**config.mk**
```make
export PLATFORM = sky130hd
export DESIGN_NAME = sprite_line_eval_top
export DESIGN_NICKNAME = d
export VERILOG_FILES = /design/src/rtl/sprite_eval_pkg.sv /design/src/rtl/hit_list_if.sv /design/src/rtl/sprite_attr_if.sv /design/src/rtl/line_eval_ctrl.sv /design/src/rtl/sprite_line_eval_top.sv /design/src/rtl/sprite_raster_collision.sv /design/src/rtl/sprite_table_ram.sv
export SDC_FILE = /design/constraint.sdc
export NUM_CORES = 1
export LEC_CHECK = 0
export BUFFER_PORTS_ARGS = -buffer_cell sky130_fd_sc_hd__buf_2
export CAP_MARGIN = 30
export CELL_PAD_IN_SITES_DETAIL_PLACEMENT = 2
export CELL_PAD_IN_SITES_GLOBAL_PLACEMENT = 2
export CORE_MARGIN = 4
export CORE_UTILIZATION = 45
export CTS_CLUSTER_SIZE = 12
export DETAILED_ROUTE_END_ITERATION = 7
export PLACE_DENSITY_LB_ADDON = 0.2
export SLEW_MARGIN = 20
export SYNTH_ARGS = -nofsm -noshare
export SYNTH_HDL_FRONTEND = slang
export SYNTH_HIERARCHICAL = 1
export SYNTH_SLANG_ARGS = --single-unit
```
**constraint.sdc**
```tcl
create_clock -name clk -period 5.5 [get_ports clk]
set_input_delay 1.1 -clock clk [delete_from_list [all_inputs] [get_ports clk]]
set_output_delay 1.1 -clock clk [all_outputs]
set_load 0.05 [all_outputs]
```
**src/rtl/sprite_eval_pkg.sv**
```systemverilog
/*
  shared widths and types of the sprite evaluation stage
  raster y and sprite y wrap in a 512 line space
  sprite heights outside 1 to 16 are not legal
*/
package sprite_eval_pkg;

    localparam int raster_y_w = 9;
    localparam int sprite_id_w = 8;

    // one extra bit so a full 256 entry list can be counted
    localparam int hit_index_w = 9;

    typedef logic [4:0] sprite_height_t;
    typedef logic [3:0] sprite_row_t;

    // attribute table entry, 16 bits
    typedef struct packed {
        logic [raster_y_w-1:0] y;
        sprite_height_t height;
        logic width_select;
        logic flip_y;
    } sprite_attr_t;

    // hit list entry, 14 bits
    typedef struct packed {
        logic [sprite_id_w-1:0] sprite_id;
        sprite_row_t row;
        logic width_select;
        logic terminator;
    } hit_entry_t;

    // closes the list, all other fields zero
    localparam hit_entry_t hit_terminator = '{
        sprite_id: '0,
        row: '0,
        width_select: 1'b0,
        terminator: 1'b1
    };

endpackage

```
**src/rtl/hit_list_if.sv**
```systemverilog
`timescale 1ns/100ps

/*
  hit list write path from the scanner to the hit list memory
  entry is stored at index in the cycle write_en is high
  no handshake, the memory always accepts
*/
interface hit_list_if;

    logic write_en;
    logic [sprite_eval_pkg::hit_index_w-1:0] index;
    sprite_eval_pkg::hit_entry_t entry;

    modport scanner (
        output write_en,
        output index,
        output entry
    );

    modport memory (
        input  write_en,
        input  index,
        input  entry
    );

endinterface

```
**src/rtl/sprite_attr_if.sv**
```systemverilog
`timescale 1ns/100ps

/*
  attribute table read path between the scanner and the table memory
  attr shows the entry for test_id one cycle after test_id is presented
*/
interface sprite_attr_if;

    // sprite whose attributes are requested
    logic [sprite_eval_pkg::sprite_id_w-1:0] test_id;

    // registered read data from the table
    sprite_eval_pkg::sprite_attr_t attr;

    modport scanner (
        output test_id,
        input  attr
    );

    // table side, named attr_table since table is a reserved word
    modport attr_table (
        input  test_id,
        output attr
    );

endinterface

```
**src/rtl/line_eval_ctrl.sv**
```systemverilog
`timescale 1ns/100ps

/*
  accepts a line start, holds the raster y and restarts the scanner
  a line start while busy is dropped, not queued
  hit_count holds from line_done until the next accepted start
*/
module line_eval_ctrl (
    input  logic clk,
    input  logic rst,
    input  logic line_start,
    input  logic [sprite_eval_pkg::raster_y_w-1:0] line_y,
    output logic restart,
    output logic [sprite_eval_pkg::raster_y_w-1:0] raster_y,
    input  logic finished,
    input  logic [sprite_eval_pkg::hit_index_w-1:0] scan_hit_count,
    output logic busy,
    output logic line_done,
    output logic [sprite_eval_pkg::hit_index_w-1:0] hit_count
);

    typedef enum logic [1:0] {
        st_idle,
        st_scan,
        st_done
    } state_t;

    state_t state;
    logic finished_q;
    logic accept;
    logic finish_edge;

    assign accept = line_start && (state != st_scan);
    assign finish_edge = finished && !finished_q;

    always_ff @(posedge clk) begin
        if (rst) begin
            state <= st_idle;
            restart <= 1'b0;
            finished_q <= 1'b0;
            hit_count <= '0;
        end else begin
            restart <= 1'b0;
            finished_q <= finished;
            case (state)
                st_scan: begin
                    if (finish_edge) begin
                        state <= st_done;
                        hit_count <= scan_hit_count;
                    end
                end
                default: begin
                    // idle and done both take a new line
                    if (accept) begin
                        state <= st_scan;
                        restart <= 1'b1;
                    end else begin
                        state <= st_idle;
                    end
                end
            endcase
        end
    end

    // raster y stays put for the whole scan
    always_ff @(posedge clk) begin
        if (accept) begin
            raster_y <= line_y;
        end
    end

    assign busy = (state == st_scan);
    assign line_done = (state == st_done);

endmodule

```
**src/rtl/sprite_line_eval_top.sv**
```systemverilog
`timescale 1ns/100ps

/*
  sprite evaluation for one scanline, attribute table and hit list inside
  attribute writes above sprites_total-1 and hit reads above hit_list_size-1
  are out of range, line start is ignored while busy
*/
module sprite_line_eval_top #(
    parameter int sprites_total = 48,
    parameter int hit_list_size = 32
) (
    input  logic clk,
    input  logic rst,
    input  logic attr_wr_en,
    input  logic [sprite_eval_pkg::sprite_id_w-1:0] attr_wr_addr,
    input  logic [sprite_eval_pkg::raster_y_w-1:0] attr_wr_y,
    input  sprite_eval_pkg::sprite_height_t attr_wr_height,
    input  logic attr_wr_width,
    input  logic attr_wr_flip,
    input  logic line_start,
    input  logic [sprite_eval_pkg::raster_y_w-1:0] line_y,
    input  logic [sprite_eval_pkg::hit_index_w-1:0] hit_rd_addr,
    output logic busy,
    output logic line_done,
    output logic [sprite_eval_pkg::hit_index_w-1:0] hit_count,
    output logic [sprite_eval_pkg::sprite_id_w-1:0] hit_rd_id,
    output sprite_eval_pkg::sprite_row_t hit_rd_row,
    output logic hit_rd_width,
    output logic hit_rd_terminator
);

    localparam int attr_addr_w = (sprites_total > 1) ? $clog2(sprites_total) : 1;
    localparam int hit_addr_w = (hit_list_size > 1) ? $clog2(hit_list_size) : 1;

    sprite_attr_if attr_bus ();
    hit_list_if hit_bus ();

    logic restart;
    logic finished;
    logic [sprite_eval_pkg::raster_y_w-1:0] raster_y;
    logic [sprite_eval_pkg::hit_index_w-1:0] scan_hit_count;
    sprite_eval_pkg::sprite_attr_t attr_wr_data;
    sprite_eval_pkg::hit_entry_t hit_rd_entry;

    always_comb begin
        attr_wr_data.y = attr_wr_y;
        attr_wr_data.height = attr_wr_height;
        attr_wr_data.width_select = attr_wr_width;
        attr_wr_data.flip_y = attr_wr_flip;
    end

    line_eval_ctrl i_ctrl (
        .clk(clk),
        .rst(rst),
        .line_start(line_start),
        .line_y(line_y),
        .restart(restart),
        .raster_y(raster_y),
        .finished(finished),
        .scan_hit_count(scan_hit_count),
        .busy(busy),
        .line_done(line_done),
        .hit_count(hit_count)
    );

    sprite_raster_collision #(
        .sprites_total(sprites_total),
        .hit_list_size(hit_list_size)
    ) i_scanner (
        .clk(clk),
        .rst(rst),
        .restart(restart),
        .raster_y(raster_y),
        .attr(attr_bus.scanner),
        .hits(hit_bus.scanner),
        .finished(finished),
        .hit_count(scan_hit_count)
    );

    sprite_table_ram #(
        .entry_t(sprite_eval_pkg::sprite_attr_t),
        .depth(sprites_total)
    ) i_attr_table (
        .clk(clk),
        .wr_en(attr_wr_en),
        .wr_addr(attr_wr_addr[attr_addr_w-1:0]),
        .wr_data(attr_wr_data),
        .rd_addr(attr_bus.test_id[attr_addr_w-1:0]),
        .rd_data(attr_bus.attr)
    );

    sprite_table_ram #(
        .entry_t(sprite_eval_pkg::hit_entry_t),
        .depth(hit_list_size)
    ) i_hit_list (
        .clk(clk),
        .wr_en(hit_bus.write_en),
        .wr_addr(hit_bus.index[hit_addr_w-1:0]),
        .wr_data(hit_bus.entry),
        .rd_addr(hit_rd_addr[hit_addr_w-1:0]),
        .rd_data(hit_rd_entry)
    );

    assign hit_rd_id = hit_rd_entry.sprite_id;
    assign hit_rd_row = hit_rd_entry.row;
    assign hit_rd_width = hit_rd_entry.width_select;
    assign hit_rd_terminator = hit_rd_entry.terminator;

endmodule

```
**src/rtl/sprite_raster_collision.sv**
```systemverilog
`timescale 1ns/100ps

/*
  pipelined raster test, one sprite per cycle in ascending id order
  raster_y must stay stable from restart until finished
  hits past hit_list_size are dropped and then no terminator is written
*/
module sprite_raster_collision #(
    parameter int sprites_total = 48,
    parameter int hit_list_size = 32
) (
    input  logic clk,
    input  logic rst,
    input  logic restart,
    input  logic [sprite_eval_pkg::raster_y_w-1:0] raster_y,
    sprite_attr_if.scanner attr,
    hit_list_if.scanner hits,
    output logic finished,
    output logic [sprite_eval_pkg::hit_index_w-1:0] hit_count
);

    localparam int id_w = sprite_eval_pkg::sprite_id_w;
    localparam int y_w = sprite_eval_pkg::raster_y_w;
    localparam int idx_w = sprite_eval_pkg::hit_index_w;
    localparam logic [id_w-1:0] last_id = id_w'(sprites_total - 1);
    localparam logic [idx_w-1:0] list_cap = idx_w'(hit_list_size);

    // stage 0, read address to the attribute table
    logic issuing;
    logic [id_w-1:0] test_id;

    // stage 1, attributes back from the table
    logic s1_valid;
    logic [id_w-1:0] s1_id;
    logic [y_w-1:0] s1_diff;
    logic s1_hit;

    // stage 2, verdict with flip and width lined up
    logic s2_valid;
    logic s2_hit;
    logic [id_w-1:0] s2_id;
    sprite_eval_pkg::sprite_row_t s2_diff;
    sprite_eval_pkg::sprite_height_t s2_height;
    logic s2_flip;
    logic s2_width;
    logic [4:0] s2_flipped;
    sprite_eval_pkg::sprite_row_t s2_row;

    // write stage
    logic term_pending;
    logic term_done;
    logic wr_en;
    logic [idx_w-1:0] wr_index;
    logic [idx_w-1:0] wr_addr;
    sprite_eval_pkg::hit_entry_t wr_entry;
    sprite_eval_pkg::hit_entry_t next_entry;
    logic list_full;

    assign attr.test_id = test_id;

    always_ff @(posedge clk) begin
        if (rst) begin
            issuing <= 1'b0;
            test_id <= '0;
        end else if (restart) begin
            issuing <= 1'b1;
            test_id <= '0;
        end else if (issuing) begin
            if (test_id == last_id) begin
                issuing <= 1'b0;
            end else begin
                test_id <= test_id + 1'b1;
            end
        end
    end

    // modulo 512 distance from the sprite top, hit when inside the height
    always_comb begin
        s1_diff = raster_y - attr.attr.y;
        s1_hit = s1_diff < y_w'(attr.attr.height);
    end

    // valid bits, cleared on every new line
    always_ff @(posedge clk) begin
        if (rst || restart) begin
            s1_valid <= 1'b0;
            s2_valid <= 1'b0;
        end else begin
            s1_valid <= issuing;
            s2_valid <= s1_valid;
        end
    end

    always_ff @(posedge clk) begin
        s1_id <= test_id;
        s2_id <= s1_id;
        s2_hit <= s1_hit;
        // only a hit uses the row, and then the difference is below 16
        s2_diff <= s1_diff[3:0];
        s2_height <= attr.attr.height;
        s2_flip <= attr.attr.flip_y;
        s2_width <= attr.attr.width_select;
    end

    always_comb begin
        s2_flipped = s2_height - 5'd1 - {1'b0, s2_diff};
        s2_row = s2_flip ? s2_flipped[3:0] : s2_diff;
    end

    assign list_full = (wr_index == list_cap);

    always_comb begin
        if (term_pending) begin
            next_entry = sprite_eval_pkg::hit_terminator;
        end else begin
            next_entry.sprite_id = s2_id;
            next_entry.row = s2_row;
            next_entry.width_select = s2_width;
            next_entry.terminator = 1'b0;
        end
    end

    // wr_index already points at the next free slot
    always_ff @(posedge clk) begin
        if (rst || restart) begin
            wr_en <= 1'b0;
            wr_index <= '0;
            term_pending <= 1'b0;
            term_done <= 1'b0;
            finished <= 1'b0;
        end else begin
            wr_en <= 1'b0;
            term_done <= 1'b0;
            if (s2_valid && s2_hit && !list_full) begin
                wr_en <= 1'b1;
                wr_index <= wr_index + 1'b1;
            end
            if (s2_valid && s2_id == last_id) begin
                term_pending <= 1'b1;
            end
            // terminator goes one slot past the last hit, not counted
            if (term_pending) begin
                term_pending <= 1'b0;
                term_done <= 1'b1;
                if (!list_full) begin
                    wr_en <= 1'b1;
                end
            end
            if (term_done) begin
                finished <= 1'b1;
            end
        end
    end

    always_ff @(posedge clk) begin
        wr_addr <= wr_index;
        wr_entry <= next_entry;
    end

    assign hits.write_en = wr_en;
    assign hits.index = wr_addr;
    assign hits.entry = wr_entry;
    assign hit_count = wr_index;

endmodule

```
**src/rtl/sprite_table_ram.sv**
```systemverilog
`timescale 1ns/100ps

/*
  one write port, one read port, registered read with one cycle latency
  a read of the address written in the same cycle returns the old entry
  contents are undefined after power up
*/
module sprite_table_ram #(
    parameter type entry_t = logic [15:0],
    parameter int depth = 256,
    localparam int addr_w = (depth > 1) ? $clog2(depth) : 1
) (
    input  logic clk,
    input  logic wr_en,
    input  logic [addr_w-1:0] wr_addr,
    input  entry_t wr_data,
    input  logic [addr_w-1:0] rd_addr,
    output entry_t rd_data
);

    entry_t mem [depth];

    always_ff @(posedge clk) begin
        if (wr_en) begin
            mem[wr_addr] <= wr_data;
        end
    end

    // read port
    always_ff @(posedge clk) begin
        rd_data <= mem[rd_addr];
    end

endmodule

```
Word level (Yosys, flattened, before mapping) --
Memory sizes are Yosys's and may differ from the RTL's. A register that Yosys moved wholly into a read port is not among the register bits. Index checks and enable logic that the tools add are counted.
Operators by class: add/sub/neg operators 5, $lt $le $gt $ge 1, eq/ne operators 7, multiplexer cells 18, bitwise gates (word level) 1, reduce and logical (&&, ||, !) cells 13
Operators with widths (number):
- equality test 8 x 6 -> 1 bit, second input constant | 2
- two-way mux 1 bit | 15
- adder 9 x 1 -> 9 bit, second input constant | 1
- equality test 9 x 6 -> 1 bit, second input constant | 1
- less-than comparator 9 x 5 -> 1 bit | 1
- subtractor 9 bit | 1
- adder 8 x 1 -> 8 bit, second input constant | 1
- OR reduction 2 bit | 3
- logical AND 1 bit | 5
- two-way mux 2 bit | 2
- two-way mux 4 bit | 1
- inequality test 2 x 1 -> 1 bit, second input constant | 2
- AND reduction 2 bit | 2
- subtractor 4 x 1 -> 4 bit, second input constant | 1
- subtractor 4 bit | 1
- equality test 2 x 1 -> 1 bit, second input constant | 1
- equality test 2 bit, second input constant | 1
- zero test 1 bit | 2
- logical OR 1 bit | 1
- inverter 1 bit | 1
Storage, ports and cells: register bits after elaboration 92, bits in writable memories 1216, memories 2
Memories:
- i_attr_table.mem | words 48, width 16, read ports 1, clocked after Yosys merged registers in 1, wr ports 1, RTL line sprite_table_ram.sv:21 | entry_t mem [depth];
- i_hit_list.mem | words 32, width 14, read ports 1, clocked after Yosys merged registers in 1, wr ports 1, RTL line sprite_table_ram.sv:21

Depth between registers and ports, before layout --
Gate-level depths: netlist (run 1).
depth after elaboration 6, depth in mapped cells 12

Modules after synthesis --
The synthesis (run 1) kept the hierarchy.
By module, submodules not included:
- sprite_table_ram at i_attr_table | times used 1, cells each 1499, area an instance 30300.3 um^2, sequential area each 23382.4 um^2
- sprite_table_ram at i_hit_list | times used 1, cells each 1006, area an instance 18011.0 um^2, sequential area each 13733.2 um^2
- sprite_raster_collision | times used 1, cells each 258, area an instance 2736.4 um^2, sequential area each 1481.4 um^2
- line_eval_ctrl | times used 1, cells each 62, area an instance 820.8 um^2, sequential area each 530.5 um^2

Worst setup path after synthesis (run 1) --
Ideal clock, no wire load.
path kind input to register, start point input port attr_wr_addr[3] (netlist bit), end point memory i_attr_table/mem[18][0] (netlist bit), enable pin, arrival time 2.717 ns, data required time 5.091 ns, setup slack 2.373 ns, cell stages on the path 3, buffers on the path 0, cells stage by stage nor4bb_1 -> nand2_1 -> nor3_1
RTL lines:
- from (decl) | RTL line sprite_line_eval_top.sv:15 | input logic [sprite_eval_pkg::sprite_id_w-1:0] attr_wr_addr,
- to (decl) | RTL line sprite_table_ram.sv:21
No word-level cell before the write port.

==> results of run 1 <==
-- how the worst max path moves through the flow --
stage	from	end	slack, ps	cells past startpoint
finish	i_scanner/attr.test_id[0]$_SDFFE_PP0P_	i_attr_table/rd_data[7]$_DFF_P_	2040	6
global route	i_scanner/attr.test_id[0]$_SDFFE_PP0P_	i_attr_table/rd_data[2]$_DFF_P_	1940	7
CTS	i_scanner/attr.test_id[0]$_SDFFE_PP0P_	i_attr_table/rd_data[7]$_DFF_P_	2040	6
detailed placement	hit_rd_addr[0]	i_hit_list/rd_data[2]$_DFF_P_	1960	6
global placement	hit_rd_addr[0]	i_hit_list/rd_data[13]$_DFF_P_	2080	6
floorplan	attr_wr_addr[3]	i_attr_table/mem[18][0]$_DFFE_PP_	2370	3
-- worst max-delay path: stages, from the launching register on --
cell and delay (ps):
dfxtp_4 900, buf_4 470, buf_4 390, mux2i_1 130, a221oi_1 710, o22ai_1 180
o41ai_2 410
-- registers in the layout, summed over array words and instances (netlist names), 9 cells and up --
signal / flops
i_hit_list/rd_data: 14
i_scanner/hit_count: 9
i_scanner/hits.entry: 14
i_attr_table/mem: 768
i_ctrl/hit_count: 9
i_ctrl/raster_y: 9
i_attr_table/rd_data: 16
i_hit_list/mem: 448
-- where the power goes --
part | switching [mW] | internal [mW] | total [mW] | leakage (nW)
clock network | 3.94 | 5.48 | 9.41 | 2.21
logic | 0.689 | 0.352 | 1.04 | 5.08
registers | 0.0741 | 11.2 | 11.3 | 12.0
-- cell type report --
cell class	count	share of cell area
flip-flops and latches	1338	0.663
inverters	25	0.00159
clock inverters	50	0.00684
diodes	2	0.0000850
clock buffers	212	0.0701
repair buffers	200	0.0277
multi-input cells	1305	0.198
well taps	1512	0.0321
-- stage by stage --
step                power, mW  cells  utilization  setup WS, ps
floorplan                12.1   2821            -          2370
global placement         12.4   4360        0.472          2080
detailed placement       12.5   4367        0.473          1960
CTS                      21.9   4629        0.513          2040
global route             22.5   4642        0.515          1940
finish                   21.7   4644        0.515          2040
-- routing by layer --
| metal | routed length [um] | GRT usage | vias up |
|---|---|---|---|
| li1 | - | - | 11700 |
| met1 | 58700 | 0.307 | 14600 |
| met2 | 79100 | 0.446 | 796 |
| met3 | 6420 | 0.0303 | 258 |
| met4 | 5510 | 0.0914 | 0 |
| met5 | 0 | 0 | - |
-- cell usage in the layout (no fill, tap or decap), types with 5 or more instances in the layout --
| cell | count |
|---|---|
| nand3b_1 | 6 |
| nand4_1 | 18 |
| nand3_1 | 41 |
| edfxtp_1 | 1225 |
| buf_2 | 58 |
| clkbuf_16 | 151 |
| nand2_1 | 61 |
| nor2_2 | 18 |
| mux2i_1 | 493 |
| bufinv_16 | 6 |
| dfxtp_1 | 108 |
| buf_8 | 11 |
| nand2b_1 | 26 |
| inv_1 | 25 |
| clkinv_1 | 23 |
| or3_1 | 5 |
| o41ai_2 | 16 |
| buf_4 | 114 |
| clkbuf_1 | 49 |
| a21oi_1 | 71 |
| a22o_1 | 60 |
| clkbuf_8 | 12 |
| xnor2_1 | 10 |
| nor2b_1 | 16 |
| mux4_2 | 80 |
| buf_12 | 15 |
| nor3_1 | 17 |
| ha_1 | 18 |
| a221oi_1 | 32 |
| xor2_1 | 8 |
| a22oi_1 | 120 |
| a31oi_1 | 14 |
| nor2_1 | 91 |
| o22ai_1 | 16 |
| clkinv_2 | 13 |
| o21ai_0 | 5 |
| inv_6 | 5 |
==> flow_metrics.py, run 1 <==
metrics = {
    "clocking": {
        "cts-root-buf": "clkbuf_16",
        "cts_tree": "yes",
        "htree_levels": 4,
        "cts.clk_slew.worst_paths_ps": 60,
        "hold_buffers": 0,
        "clock_sinks": 1338,
        "postCtsSetupBuffers": 0,
        "cts_resized": 0,
        "cts.path.max_buffers": 3,
        "cts_buffers": 146,
        "worst_skew_pair.late_latency_ps": 760,
    },
    "worst_setup_path": {
        "end_kind": "flop",
        "reg2reg_depth": 6,
        "worst-setup-path-type": "flop to flop",
        "regToRegEndpoint": "i_attr_table/rd_data[7]$_DFF_P_",
        "cp_data_arrival_time_ps": 4080,
        "worstPathRequired_ps": 6120,
        "startpoint_type": "flop",
        "path_max_fanout": 41,
        "rr_startpoint": "i_scanner/attr.test_id[0]$_SDFFE_PP0P_",
        "r2r_setup_slack_ps": 2040,
    },
    "cells_and_area": {
        "stdcell_area_um2": 58900,
        "regArea_um2": 39100,
        "drive_gt1_frac": 0.171,
        "layout.nets": 3082,
        "fill_cells": 9915,
        "multi_input_area_um2": 11700,
        "syn_to_final_growth_pct": 13.7,
    },
    "timing": {
        "period_share": 0.628,
        "hold_viol_final": 0,
        "setup_viol": 0,
        "worst_clock_skew_ps": 30.7,
        "slew_headroom": 0.254,
        "fmax_ghz": 0.289,
        "tightestPinTransition_ps": 1120,
        "tns_ps": 0,
        "maxSlewViolCount": 0,
        "hold_slack_ps": 315,
        "finalCriticalPeriod_ps": 3460,
        "rsz0062_at_grt": "false",
    },
    "drt": {
        "drt_iter0_markers": 2261,
        "dr_total_vias": 27300,
        "final_antenna_net_count": 0,
        "drc": 0,
        "via_per_inst": 5.88,
        "drt-pass1-iter-count": 6,
        "wl_per_cell_um": 32.2,
        "drt_wl_total_um": 150000,
    },
    "floorplan": {
        "die_area_um2": 121000,
        "start_util": 0.453,
        "die_h_um": 347,
        "die_x_um": 347,
        "rows": 124,
        "core-area_um2": 114000,
        "io_pins": 71,
    },
    "pwr": {
        "power_leakage_nw": 19.3,
        "peakVddDrop_mv": 0.279,
        "cellPowerDensity_nw_per_um2": 369,
    },
    "global_routing": {
        "grt.overflow.total": 0,
        "grt_pass1_wl_um": 219000,
        "grt_max_degree": 98,
        "grt_pass1_vias": 30600,
        "antenna_found_initial": 4,
        "grt_util_all_layers": 0.248,
    },
    "run_status": {
        "outcome": "finished, final reports clean",
    },
    "synthesis": {
        "syn-instance-count": 2821,
        "postSynthNetCount": 2887,
        "synth_area_um2": 51800,
        "syn_area_per_cell_um2": 18.4,
        "yosys_warnings": 6,
    },
    "hold_path": {
        "hp-start": "i_attr_table/rd_data[0]$_DFF_P_",
        "holdPathStages": 0,
        "hold_class": "flop to flop",
        "whs_endpoint": "i_scanner/s2_flip$_DFF_P_",
    },
    "job": {
        "drv_cap": 0,
    },
    "placed_design": {
        "place_congestion": 0.790,
        "dpl_cell_area_um2": 54100,
        "dp_hpwl_um": 90400,
        "port_buffers": 64,
    },
}
(Power assumes the default switching activity.)
==> inputs of run 2 (changes only) <==
--- a/config.mk
+++ b/config.mk
@@ -5,12 +5,13 @@
 export SDC_FILE = /design/constraint.sdc
 export NUM_CORES = 1
 export LEC_CHECK = 0
+export ABC_AREA = 1
 export BUFFER_PORTS_ARGS = -buffer_cell sky130_fd_sc_hd__buf_2
 export CAP_MARGIN = 30
 export CELL_PAD_IN_SITES_DETAIL_PLACEMENT = 2
 export CELL_PAD_IN_SITES_GLOBAL_PLACEMENT = 2
 export CORE_MARGIN = 4
-export CORE_UTILIZATION = 45
+export CORE_UTILIZATION = 44
 export CTS_CLUSTER_SIZE = 12
 export DETAILED_ROUTE_END_ITERATION = 7
 export PLACE_DENSITY_LB_ADDON = 0.2
==> constraint.sdc (replaced) <==
create_clock -name clk -period 3.5 [get_ports clk]
set_input_delay 0.7 -clock clk [delete_from_list [all_inputs] [get_ports clk]]
set_output_delay 0.7 -clock clk [all_outputs]
set_load 0.05 [all_outputs]
==> flow_metrics.py, run 2 <==
metrics = {
    "drt": {
        "drt-pass1-iter-count": 5,
        "wl_met3_um": 7520,
        "drc": 0,
        "dr_total_vias": 37000,
        "wl_per_cell_um": 28.4,
        "top_layer": "met5",
        "wl_met2_um": 97700,
        "drt_iter0_markers": 2999,
        "drt_wl_total_um": 182000,
        "via_per_inst": 5.77,
        "final_antenna_net_count": 0,
        "wl_met1_um": 69500,
    },
    "worst_setup_path": {
        "r2r_setup_slack_ps": 690,
        "path_max_fanout": 117,
        "path_cells": "clkinv_8 > buf_4 > nand2_1 > nand3_1 > nand3_1 > nand2_1 > nand2_1 > nand3_1 > nand3_1 > nand2_1",
        "reg2reg_depth": 10,
        "startpoint_type": "flop",
        "max_stage_delay_ps": 520,
        "regToRegEndpoint": "i_attr_table/rd_data[7]$_DFF_P_",
        "cp_slowest_cell": "dfxtp_4",
        "worstPathRequired_ps": 4120,
        "rr_startpoint": "i_scanner/attr.test_id[0]$_SDFFE_PP0P_",
        "cp_data_arrival_time_ps": 3430,
        "end_kind": "flop",
        "worst-setup-path-type": "flop to flop",
    },
    "job": {
        "drv_cap": 0,
    },
    "clocking": {
        "cts_resized": 0,
        "cts_tree": "yes",
        "cts.clk_slew.worst_paths_ps": 60,
        "cts-root-buf": "clkbuf_16",
        "clock_sinks": 1338,
        "cts.path.max_buffers": 3,
        "worst_skew_pair.late_latency_ps": 750,
        "cts_buffers": 146,
        "htree_levels": 4,
        "postCtsSetupBuffers": 0,
        "hold_buffers": 0,
    },
    "global_routing": {
        "grt_max_degree": 158,
        "grt_util_all_layers": 0.283,
        "antenna_found_initial": 4,
        "grt_pass1_vias": 41600,
        "grt.overflow.total": 0,
        "grt_pass1_wl_um": 267000,
    },
    "pwr": {
        "cellPowerDensity_nw_per_um2": 577,
        "power_leakage_nw": 22.2,
        "peakVddDrop_mv": 0.477,
        "power.total_mw": 35.0,
    },
    "cells_and_area": {
        "stdcell_count": 6414,
        "layout_common_cells": "nand2_1 (1409), edfxtp_1 (1225), nand3_1 (848)",
        "top_register": "i_attr_table/mem",
        "layout.nets": 4754,
        "fill_cells": 11900,
        "syn_to_final_growth_pct": 13.2,
        "drive_gt1_frac": 0.0946,
        "final_common_cell": "nand2_1",
        "largest_register_ffs": 768,
        "final_util": 0.504,
        "largestRegisters": "i_attr_table/mem: 768 flops, i_hit_list/mem: 448 flops, i_attr_table/rd_data: 16 flops",
    },
    "placed_design": {
        "placedCellCount": 6146,
        "place_congestion": 0.773,
        "port_buffers": 64,
        "dp_hpwl_um": 104000,
    },
    "synthesis": {
        "yosys_warnings": 6,
        "syn-instance-count": 4572,
        "postSynthNetCount": 4638,
        "syn_area_per_cell_um2": 11.7,
        "synth_area_um2": 53600,
    },
    "timing": {
        "fmax_ghz": 0.356,
        "period_share": 0.801,
        "setup_viol": 0,
        "tns_ps": 0,
        "worst_clock_skew_ps": 18.4,
        "tightestPinTransition_ps": 901,
        "rsz0062_at_grt": "false",
        "hold_slack_ps": 131,
        "maxSlewViolCount": 0,
        "slew_headroom": 0.399,
        "finalCriticalPeriod_ps": 2810,
        "hold_viol_final": 0,
    },
    "floorplan": {
        "start_util": 0.445,
        "rows": 127,
        "die_x_um": 357,
        "die_area_um2": 128000,
        "core-area_um2": 120000,
        "die_h_um": 357,
        "io_pins": 71,
    },
    "hold_path": {
        "hold_class": "input port to flop",
        "whs_endpoint": "i_ctrl/raster_y[4]$_DFFE_PP_",
        "hp-start": "line_y[4]",
        "holdPathStages": 1,
    },
    "run_status": {
        "outcome": "finished, final reports clean",
    },
}
==> run 2: cell types whose count changed in the layout (fill, tap and decap cells not counted), moves of 18 or more <==
cell / delta
a21oi_1: -50
a22oi_1: -120
buf_4: +18
o211ai_1: +64
mux4_2: -80
a221oi_1: -32
nor2_1: +217
inv_1: +65
nand2b_1: -26
nand2_1: +1348
mux2i_1: -493
nand3_1: +807
o21ai_0: +120
a22o_1: -60
==> run 2: worst max-delay path, delay by kind of cell, from the launching register on <==
| kind | cells | cell delay (ps) |
|---|---|---|
| AND/OR/NAND/NOR | 8 | 1120 |
| buffers and inverters | 2 | 800 |
| flip-flops | 1 | 520 |
==> run 2: routing by layer <==
| metal | GRT usage | up-vias |
|---|---|---|
| li1 | - | 16200 |
| met1 | 0.324 | 19300 |
| met2 | 0.532 | 1048 |
| met3 | 0.0364 | 393 |
| met4 | 0.116 | 2 |
| met5 | 0 | - |
==> run 2: final cells by class <==
type / instances / area [um^2] / area share
sequential: 1338 / 39100 / 0.643
multi-input combinational: 2869 / 12600 / 0.208
clock buffer: 208 / 4080 / 0.0672
timing repair buffer: 230 / 2100 / 0.0346
tap: 1612 / 2020 / 0.0332
inverter: 103 / 414 / 0.00682
clock inverter: 51 / 404 / 0.00665
antenna: 3 / 7.51 / 0.000124
==> run 2: stage by stage <==
stage               area (um^2)  worst slack (ps)
detailed placement        56100               749
global placement          55900               850
global route              60700               585
floorplan                 53600              1150
CTS                       60600               666
finish                    60700               695
==> run 2: how the worst max path moves through the flow <==
| stage | start | end | slack, ps | cells after the start |
|---|---|---|---|---|
| after floorplan | attr_wr_en | i_attr_table/mem[16][0]$_DFFE_PP_ | 1150 | 3 |
| after global placement | i_scanner/attr.test_id[0]$_SDFFE_PP0P_ | i_attr_table/rd_data[9]$_DFF_P_ | 850 | 10 |
| after detailed placement | i_scanner/attr.test_id[0]$_SDFFE_PP0P_ | i_attr_table/rd_data[6]$_DFF_P_ | 750 | 10 |
| after CTS | i_scanner/attr.test_id[0]$_SDFFE_PP0P_ | i_attr_table/rd_data[6]$_DFF_P_ | 670 | 10 |
| after global routing | i_scanner/attr.test_id[0]$_SDFFE_PP0P_ | i_attr_table/rd_data[6]$_DFF_P_ | 580 | 10 |
| final | i_scanner/attr.test_id[0]$_SDFFE_PP0P_ | i_attr_table/rd_data[7]$_DFF_P_ | 690 | 10 |
==> run 2: where the power goes <==
part / switching (mW) / total [mW] / internal [mW]
registers: 0.101 / 17.8 / 17.7
logic: 1.85 / 2.43 / 0.588
clock network: 6.37 / 14.8 / 8.41
==> inputs of run 3 (changes only) <==
==> constraint.sdc (replaced) <==
create_clock -name clk -period 2.6 [get_ports clk]
set_input_delay 0.52 -clock clk [delete_from_list [all_inputs] [get_ports clk]]
set_output_delay 0.52 -clock clk [all_outputs]
set_load 0.05 [all_outputs]
==> flow_metrics.py, run 3 (synthesis results as in run 2) <==
metrics = {
    "global_routing": {
        "grt.overflow.total": 0,
        "antenna_found_initial": 3,
        "grt_pass1_vias": 42000,
        "grt_pass1_wl_um": 273000,
        "grt_max_degree": 111,
        "grt_util_all_layers": 0.291,
    },
    "worst_setup_path": {
        "regToRegEndpoint": "i_attr_table/rd_data[2]$_DFF_P_",
        "startpoint_type": "flop",
        "worst-setup-path-type": "flop to flop",
        "end_kind": "flop",
        "r2r_setup_slack_ps": 160,
        "rr_startpoint": "i_scanner/attr.test_id[0]$_SDFFE_PP0P_",
        "cp_data_arrival_time_ps": 3090,
        "reg2reg_depth": 9,
        "path_max_fanout": 60,
        "worstPathRequired_ps": 3240,
    },
    "drt": {
        "via_per_inst": 5.81,
        "drc": 0,
        "dr_total_vias": 37500,
        "wl_per_cell_um": 28.8,
        "drt_wl_total_um": 186000,
        "drt_iter0_markers": 3184,
        "final_antenna_net_count": 0,
        "drt-pass1-iter-count": 5,
    },
    "cells_and_area": {
        "drive_gt1_frac": 0.101,
        "fill_cells": 11900,
        "largest_register_ffs": 768,
        "final_util": 0.506,
        "layout.nets": 4801,
        "top_register": "i_attr_table/mem",
        "final_common_cell": "nand2_1",
        "layout_common_cells": "nand2_1 (1409), edfxtp_1 (1225), nand3_1 (848)",
        "stdcell_count": 6452,
        "syn_to_final_growth_pct": 13.7,
        "largestRegisters": "i_attr_table/mem: 768 flops, i_hit_list/mem: 448 flops, i_attr_table/rd_data: 16 flops",
    },
    "job": {
        "drv_cap": 0,
    },
    "floorplan": {
        "io_pins": 71,
        "start_util": 0.445,
        "die_x_um": 357,
        "core-area_um2": 120000,
        "rows": 127,
        "die_area_um2": 128000,
        "die_h_um": 357,
    },
    "clocking": {
        "clock_sinks": 1338,
        "htree_levels": 4,
        "cts_tree": "yes",
        "cts-root-buf": "clkbuf_16",
        "cts.clk_slew.worst_paths_ps": 70,
        "worst_skew_pair.late_latency_ps": 790,
        "cts_buffers": 146,
        "cts.path.max_buffers": 3,
    },
    "timing": {
        "setup_viol": 0,
        "rsz0062_at_grt": "false",
        "hold_viol_final": 0,
        "worst_clock_skew_ps": 31.8,
        "tightestPinTransition_ps": 1030,
        "slew_headroom": 0.312,
        "period_share": 0.940,
        "maxSlewViolCount": 0,
        "finalCriticalPeriod_ps": 2440,
        "fmax_ghz": 0.409,
        "tns_ps": 0,
    },
    "run_status": {
        "outcome": "finished, final reports clean",
    },
    "placed_design": {
        "placedCellCount": 6187,
        "dp_hpwl_um": 107000,
        "place_congestion": 0.795,
        "port_buffers": 64,
    },
    "hold_path": {
        "whs_endpoint": "i_hit_list/rd_data[10]$_DFF_P_",
        "holdPathStages": 3,
        "hp-start": "hit_rd_addr[4]",
        "hold_class": "input port to flop",
    },
    "pwr": {
        "power_leakage_nw": 22.4,
        "cellPowerDensity_nw_per_um2": 770,
        "peakVddDrop_mv": 0.700,
        "power.total_mw": 47.0,
    },
}
## run 3: cell types whose count changed in the layout (fill, tap and decap cells not counted), moves of 2 or more
cell,previous run,this run
buf_2,59,62
dlygate4sd3_1,0,11
buf_12,32,42
clkbuf_1,48,40
clkinv_2,8,18
clkbuf_8,9,4
inv_6,7,5
diode_2,3,1
clkinv_1,28,30
buf_4,132,159
buf_16,6,1
clkinv_8,6,2
## run 3: metal layers
metal,track usage,up-vias,routed length (um)
met5,0,-,0
met4,0.140,0,9160
met3,0.0349,394,8040
met2,0.540,1088,98300
met1,0.331,19700,70400
li1,-,16300,-
## run 3: worst max-delay path by stage
stage                                                       from                                end  slack, ps
after detailed placement  i_scanner/attr.test_id[0]$_SDFFE_PP0P_    i_attr_table/rd_data[5]$_DFF_P_        200
after global routing      i_scanner/attr.test_id[0]$_SDFFE_PP0P_    i_attr_table/rd_data[4]$_DFF_P_         50
after global placement    i_scanner/attr.test_id[0]$_SDFFE_PP0P_    i_attr_table/rd_data[2]$_DFF_P_        380
final                     i_scanner/attr.test_id[0]$_SDFFE_PP0P_    i_attr_table/rd_data[2]$_DFF_P_        160
after CTS                 i_scanner/attr.test_id[0]$_SDFFE_PP0P_    i_attr_table/rd_data[4]$_DFF_P_        120
after floorplan                                       attr_wr_en  i_attr_table/mem[16][0]$_DFFE_PP_        430
## run 3: power breakdown
part | switching [mW] | leakage (nW) | internal, mW
sequential | 0.0982 | 12.3 | 23.8
combinational | 2.58 | 7.93 | 0.837
clock | 8.60 | 2.13 | 11.0
total | 11.3 | 22.4 | 35.7
## run 3: critical path: stages (launching register included)
cell and delay, ps:
dfxtp_4 470, clkinv_8 230, buf_12 290, buf_4 250
o21ai_0 280, o211ai_1 190, nand3_1 240, nand2_1 120
nand2_1 80, nand2_1 70
## run 3: area by class of cell
cell class                 count  area, um^2  area share
multi-input combinational   2869       12600       0.207
sequential                  1338       39100       0.640
clock inverter                58         387     0.00634
timing repair buffer         277        2520      0.0413
clock buffer                 194        3960      0.0649
tap                         1612        2020      0.0331
antenna                        1        2.50   0.0000410
inverter                     103         414     0.00679
## run 3: repair_timing
item | in CTS | in global routing
hold buffers | 11 | 0
gates resized for setup | 0 | 1
endpoints found under the hold margin | 13 | 0
buffers inserted | 0 | 0
endpoints found under the setup margin | 0 | 1
## run 3: through the flow
stage	area (um^2)	worst slack [ps]	hold WS, ps
global route	61000	51.3	164
CTS	61000	120	128
finish	61000	155	179
floorplan	53600	434	310
detailed placement	56500	201	317
global placement	56500	382	311
